===== config.mk =====
export PLATFORM = sky130hd
export DESIGN_NAME = env_param_regs
export DESIGN_NICKNAME = d
export VERILOG_FILES = /design/src/verilog/env_regmap_pkg.sv /design/src/verilog/env_state_pkg.sv /design/src/verilog/env_param_regs.sv
export VERILOG_INCLUDE_DIRS = /design/src /design/src/verilog
export SDC_FILE = /design/constraint.sdc
export NUM_CORES = 1
export LEC_CHECK = 0
export ABC_CLOCK_PERIOD_IN_PS = 2950
export BUFFER_PORTS_ARGS = -buffer_cell sky130_fd_sc_hd__clkbuf_2
export CORE_ASPECT_RATIO = 1.5
export CORE_MARGIN = 2
export CORE_UTILIZATION = 55
export CTS_CLUSTER_SIZE = 30
export DETAILED_ROUTE_END_ITERATION = 10
export PLACE_DENSITY = 0.72
export SLEW_MARGIN = 40
export SYNTH_ARGS = -nofsm -noshare
export SYNTH_HDL_FRONTEND = slang
export SYNTH_SLANG_ARGS = --single-unit

===== constraint.sdc =====
create_clock -name read -period 2.95 [get_ports read]
set_input_delay 0.295 -clock read [delete_from_list [all_inputs] [get_ports read]]
set_output_delay 0.295 -clock read [all_outputs]
set_load 0.03 [all_outputs]

===== src/verilog/env_gen_macros.svh =====
// **************************************************
// envelope generator sizing and fixed-point layout
// shared by the packages and the RTL
// **************************************************
`ifndef ENV_GEN_MACROS_SVH
`define ENV_GEN_MACROS_SVH

`define ENV_VOICES          8       // voices served
`define ENV_ENVS            8       // envelopes per voice

// step numerator is (target - start) << this
`define ENV_NUM_SHIFT       22

`define ENV_LEVEL_MSB       36      // accumulator bits that form the output level
`define ENV_LEVEL_LSB       29

`define ENV_MAINVOL         1       // envelope driving voice_free

`define ENV_SUSTAIN_DEFAULT 8'h7f   // level 3 after reset, envelopes 0..2

`endif


===== src/verilog/env_regmap_pkg.sv =====
// **************************************************
// envelope register map types
// rate and level bytes, bus address and data
// **************************************************
package env_regmap_pkg;

    typedef logic [7:0] env_rate_t;         // 0 jumps straight to target
    typedef logic signed [7:0] env_lvl_t;

    // {0, env[2:0], level/rate, index[1:0]}
    typedef logic [6:0] env_addr_t;

    typedef logic [7:0] env_data_t;

    // index 0..3 is rate/level 1..4, level 3 sits at lvl[2]
    typedef struct packed {
        env_lvl_t  [3:0] lvl;
        env_rate_t [3:0] rate;
    } env_params_t;

endpackage


===== src/verilog/env_state_pkg.sv =====
// **************************************************
// envelope state types
// slot index, FSM states and the stored slot record
// **************************************************
`include "env_gen_macros.svh"

package env_state_pkg;

    typedef logic [$clog2(`ENV_VOICES)-1:0] voice_idx_t;
    typedef logic [$clog2(`ENV_ENVS)-1:0] env_idx_t;

    typedef struct packed {
        voice_idx_t voice;
        env_idx_t   env;
    } slot_t;

    // order matters, each LEVELn follows its RATEn
    typedef enum logic [3:0] {
        IDLE,
        RATE1,
        LEVEL1,
        RATE2,
        LEVEL2,
        RATE3,
        LEVEL3,
        RATE4,
        LEVEL4
    } env_state_e;

    typedef logic signed [`ENV_LEVEL_MSB:0] acc_t;  // level with fraction bits
    typedef logic [15:0] denom_t;                   // rate squared

    typedef struct packed {
        denom_t                   denom;
        acc_t                     numer;
        acc_t                     level;
        env_regmap_pkg::env_lvl_t start;  // level when segment began
        env_state_e               state;
    } slot_rec_t;

endpackage


===== src/verilog/env_param_regs.sv =====
// **************************************************
// envelope parameter registers
// bus-mapped rates and levels, lookup per envelope
// **************************************************
`timescale 1ns/1ps
`include "env_gen_macros.svh"

module env_param_regs (
    input  logic                        read,
    input  logic                        reset_reg_N,
    input  env_regmap_pkg::env_addr_t   addr,
    input  env_regmap_pkg::env_data_t   wr_data,
    input  logic                        wr_en,
    input  logic                        rd_en,
    output env_regmap_pkg::env_data_t   rd_data,
    input  env_state_pkg::env_idx_t     param_env,
    output env_regmap_pkg::env_params_t params
);
    import env_regmap_pkg::*;
    import env_state_pkg::*;

    env_params_t regs [`ENV_ENVS];

    logic       hit;
    env_idx_t   a_env;
    logic       a_is_lvl;
    logic [1:0] a_idx;

    assign hit      = !addr[6];     // upper half of the map is empty
    assign a_env    = addr[5:3];
    assign a_is_lvl = addr[2];
    assign a_idx    = addr[1:0];

    always_ff @(posedge read or negedge reset_reg_N) begin
        if (!reset_reg_N) begin
            for (int e = 0; e < `ENV_ENVS; e++) begin
                regs[e] <= '0;
                if (e <= 2) begin
                    regs[e].lvl[2] <= `ENV_SUSTAIN_DEFAULT;
                end
            end
            rd_data <= '0;
        end else begin
            if (wr_en && hit) begin
                if (a_is_lvl) begin
                    regs[a_env].lvl[a_idx] <= wr_data;
                end else begin
                    regs[a_env].rate[a_idx] <= wr_data;
                end
            end
            if (rd_en) begin
                if (!hit) begin
                    rd_data <= '0;
                end else if (a_is_lvl) begin
                    rd_data <= regs[a_env].lvl[a_idx];
                end else begin
                    rd_data <= regs[a_env].rate[a_idx];
                end
            end
        end
    end

    assign params = regs[param_env];    // combinational lookup for the core

    a_bus_excl: assert property (@(posedge read) disable iff (!reset_reg_N)
        !(wr_en && rd_en))
        else $error("wr_en and rd_en high together");

endmodule


# ---- Word level (Yosys, flattened, before mapping)
# Index checks and enable logic that the tools add are counted.
dict set report classes {
  order_cmp 5
  n_mux 21
  n_bitwise 2
  reduce_logical 4
}
# cell n
set ops {}
lappend ops {{bitwise mux 512 bit} 2}
lappend ops {{2-to-1 mux 512 bit} 1}
lappend ops {{binary-select mux 64 bit (select 3 bit)} 2}
lappend ops {{demux 64 bit (select 3 bit)} 2}
lappend ops {{2-to-1 mux 64 bit} 5}
lappend ops {{2-to-1 mux 8 bit} 5}
lappend ops {{binary-select mux 8 bit (select 2 bit)} 2}
lappend ops {{2-to-1 mux 32 bit} 1}
lappend ops {{demux 8 bit (select 2 bit)} 1}
lappend ops {{>= comparator 4 bit (second input constant)} 2}
lappend ops {{NOT 3 -> 4 bit} 2}
lappend ops {{less-than comparator 4 x 1 -> 1 bit (second input constant)} 1}
lappend ops {{logical AND 1 bit} 3}
lappend ops {{less-than comparator 2 x 3 -> 1 bit (second input constant)} 1}
lappend ops {{>= comparator 2 x 1 -> 1 bit (second input constant)} 1}
lappend ops {{logical NOT 1 bit} 1}
dict set report word_totals {
  reg_bits 520
  output_inout_bits 72
  word_cells 97
}

# ---- Depth between registers and ports, before layout
dict set report depth {
  depth_word 8
  mapped_depth 10
  mapped_depth_nobuf 6
}

# ---- Worst setup path before layout
# OpenSTA, ideal clock, no wires.
dict set report synth_path {
  path_kind {input-to-output}
  startpoint {input port param_env[0]}
  endpoint {output port params[48] (netlist bit)}
  t_arrival_ps 1748
  required_time_ps 2655
  setup_slack_ps 907
  cell_stages 4
  path_buffers 2
  cell_sequence {buf_2 buf_2 mux4_2 mux2_2}
}
# element line_no
set synth_lines {}
lappend synth_lines {{from (decl)} env_param_regs.sv:16} ;# input env_state_pkg::env_idx_t param_env,
lappend synth_lines {{to (decl)} env_param_regs.sv:17} ;# output env_regmap_pkg::env_params_t params

==> flow_summary.toml <==
[run]
drv_cap = 0

[placement]
dpl.hpwl_um = 57800
portBuffers = 93
place_congestion = 0.950
dpl-instance-area_um2 = 29500

[critical_path]
required_ns = 2.65
critical_path_class = "in2out"
regToRegSetupSlack_ns = 0.94
crit_path_start_kind = "input port"
reg2reg_to = "rd_data[1]$_DFFE_PN0P_"
reg2reg_depth = 6
path_max_fanout = 23
r2r_start = "regs[65]$_DFFE_PN0P_"
arrival_ns = 2.05
end_kind = "primary output"

[timing]
final-setup-viol-count = 0
fin_crit_sh_pct = 79.6
post-route-min-period_ns = 2.35
whs_ns = 0.161
rsz0062_at_grt = "no"
hold_viol = 0
fmax_mhz = 426
relSlewSlack_pct = 40.5
tightest_slew_ns = 0.889
fin_tns_setup_ns = 0
finClkSkew_ns = 0.0142
drv_slew = 0

[final_layout]
num_antenna_cells = 0
multi_input_area_um2 = 14000
final_common_cell = "mux2_2"
area_delta_synth_final_pct = 11.7
final_cell_mix = "mux2_2 (600), dfrtp_1 (499), mux4_2 (174), buf_4 (90), clkbuf_2 (84)"
final_nets = 2068
layout-drive-gt1-share_pct = 54.2
fin_area_um2 = 31100
final_util_pct = 61.9
seqCellArea_um2 = 13000
nFillCells = 3905

[clock_tree]
worstSkewPairLatency_ns = 0.58
holdBufCountCts = 1
cts.path.max_buffers = 3
cts_resized = 0
cts_tree = "yes"
htree_levels = 2
cts_made_buffers = 50
post-cts-setup-buffers = 0
root_buffer = "clkbuf_16"
path_clk_slew_ns = 0.07
clock-sinks = 520

[route]
routedWlPerCell_um = 31.0
drt_iter0_drc = 1904
routed_via_density = 6.98
drc = 0
detail-route-antenna-nets = 0
drt-total-wl_um = 85500
vias = 19200
first_pass_iters = 7

[floorplanning]
die_h_um = 280
ios = 94
core_area_um2 = 50300
rows = 101
start_util_pct = 55.4
dieWidth_um = 188
die_area_um2 = 52500

[grt]
grtUsageMet3_pct = 5.55
grt_usage_pct = 32.9
overflow = 0
first_global_vias = 20000
antenna_found_initial = 1
use_met1_pct = 39.9
busiest_layer = "met2"
grt_max_degree = 92
use_met2_pct = 55.4
grt_pass1_wl_um = 129000

[worst_hold_path]
hold-path-cell-count = 3
hp-class = "in2reg"
holdCritStartpoint = "addr[6]"
min_to = "rd_data[0]$_DFFE_PN0P_"

[synth]
ys_types = 65
ys_seq_elements = 520
synth_seq_area_share_pct = 46.8
synth.net_count = 1988
ys_warn_count = 0
synth_cells = 1966
synthFlopType = "dfrtp_1"
syn_area_um2 = 27900
synth_edf_count = 0
postSynthAreaPerCell_um2 = 14.2
async_reset_ff_share_pct = 100

[pwr]
p_leak_nw = 14.2
ir_worst_vdd_v = 0.000444
powerDensity_nw_per_um2 = 565

[status]
status = "finished clean"
==> per-layer routing <==
layer | wire length, um | vias up | share of wire [%]
met1 | 30600 | 10100 | 36
met3 | 6370 | 314 | 7.5
met2 | 42600 | 1058 | 50
met4 | 5820 | 2 | 6.8
met5 | 13 | - | 0.015
li1 | - | 7758 | -
==> registers in the layout (all words and copies together), names as in the netlist <==
name,count
rd_data,8
regs,512
==> area by class of cell <==
type                            count  share of cell area (%)
Tap cell                          669                    2.69
Clock buffer                       71                    4.66
Timing Repair Buffer              201                    5.05
Clock inverter                     20                   0.683
Multi-Input combinational cell   1268                    45.0
Sequential cell                   520                    41.9
Inverter                            5                  0.0603
==> synth_stat cells (3+ instances only) <==
| library cell | number | area (um2) |
|---|---|---|
| a211oi_1 | 5 | 37.5 |
| a21oi_1 | 23 | 115 |
| a221o_1 | 9 | 90.1 |
| a221oi_1 | 66 | 578 |
| a22o_1 | 12 | 105 |
| a22oi_1 | 24 | 180 |
| a311oi_1 | 5 | 43.8 |
| a31oi_1 | 4 | 25.0 |
| and2_1 | 4 | 25.0 |
| and3_1 | 6 | 37.5 |
| buf_1 | 15 | 56.3 |
| buf_2 | 45 | 225 |
| buf_4 | 19 | 143 |
| buf_6 | 7 | 78.8 |
| clkbuf_1 | 87 | 327 |
| dfrtp_1 | 499 | 12500 |
| dfstp_2 | 21 | 552 |
| inv_1 | 3 | 11.3 |
| mux2_2 | 600 | 6760 |
| mux2i_1 | 38 | 380 |
| mux4_2 | 174 | 3920 |
| nand2_1 | 78 | 293 |
| nand2_2 | 8 | 50.1 |
| nand2b_1 | 5 | 31.3 |
| nand3_1 | 8 | 40.0 |
| nor2_1 | 40 | 150 |
| nor2_2 | 31 | 194 |
| nor2b_1 | 16 | 100 |
| nor3_1 | 10 | 50.1 |
| nor3_4 | 4 | 65.1 |
| o211ai_1 | 6 | 45.0 |
| o21ai_0 | 30 | 150 |
| o221ai_1 | 8 | 70.1 |
| o22ai_1 | 11 | 68.8 |
| o2bb2ai_1 | 6 | 52.6 |
| o311ai_0 | 3 | 26.3 |
==> per-stage QoR <==
step                      worst slack, ns  instances  total power [mW]
after detailed placement            0.142       2662              11.1
after global routing                0.543       2754              18.1
after global placement              0.241       2662              11.0
after CTS                           0.587       2754              17.6
final                               0.601       2754              17.6
after floorplan                     0.907       1966              10.0
==> power breakdown <==
group / internal (mW) / switching [mW]
combinational: 1.29 / 1.47
sequential: 7.74 / 0.479
clock: 3.77 / 2.83
total: 12.8 / 4.78
==> cells by family after synthesis <==
group,synth area share (%)
buffers and inverters,3.04
flip-flops,46.8
AO/OA/AOI/OAI,6.30
AND/OR/NAND/NOR,4.22
multiplexers,39.7
==> worst max-delay path, stage by stage <==
cell	delay [ns]
clkbuf_8	0.36
buf_4	0.32
mux4_2	0.54
mux2_2	0.31
clkbuf_2	0.20
==> how the worst max path moves through the flow <==
stage                             end    startpoint
4_1_cts                    params[19]  param_env[0]
6_report                   params[19]  param_env[0]
3_5_place_dp   rd_data[1]$_DFFE_PN0P_       addr[5]
5_1_grt                    params[22]  param_env[0]
2_1_floorplan              params[48]  param_env[0]
3_3_place_gp   rd_data[1]$_DFFE_PN0P_       addr[5]
Power figures use the tool's default switching activity.
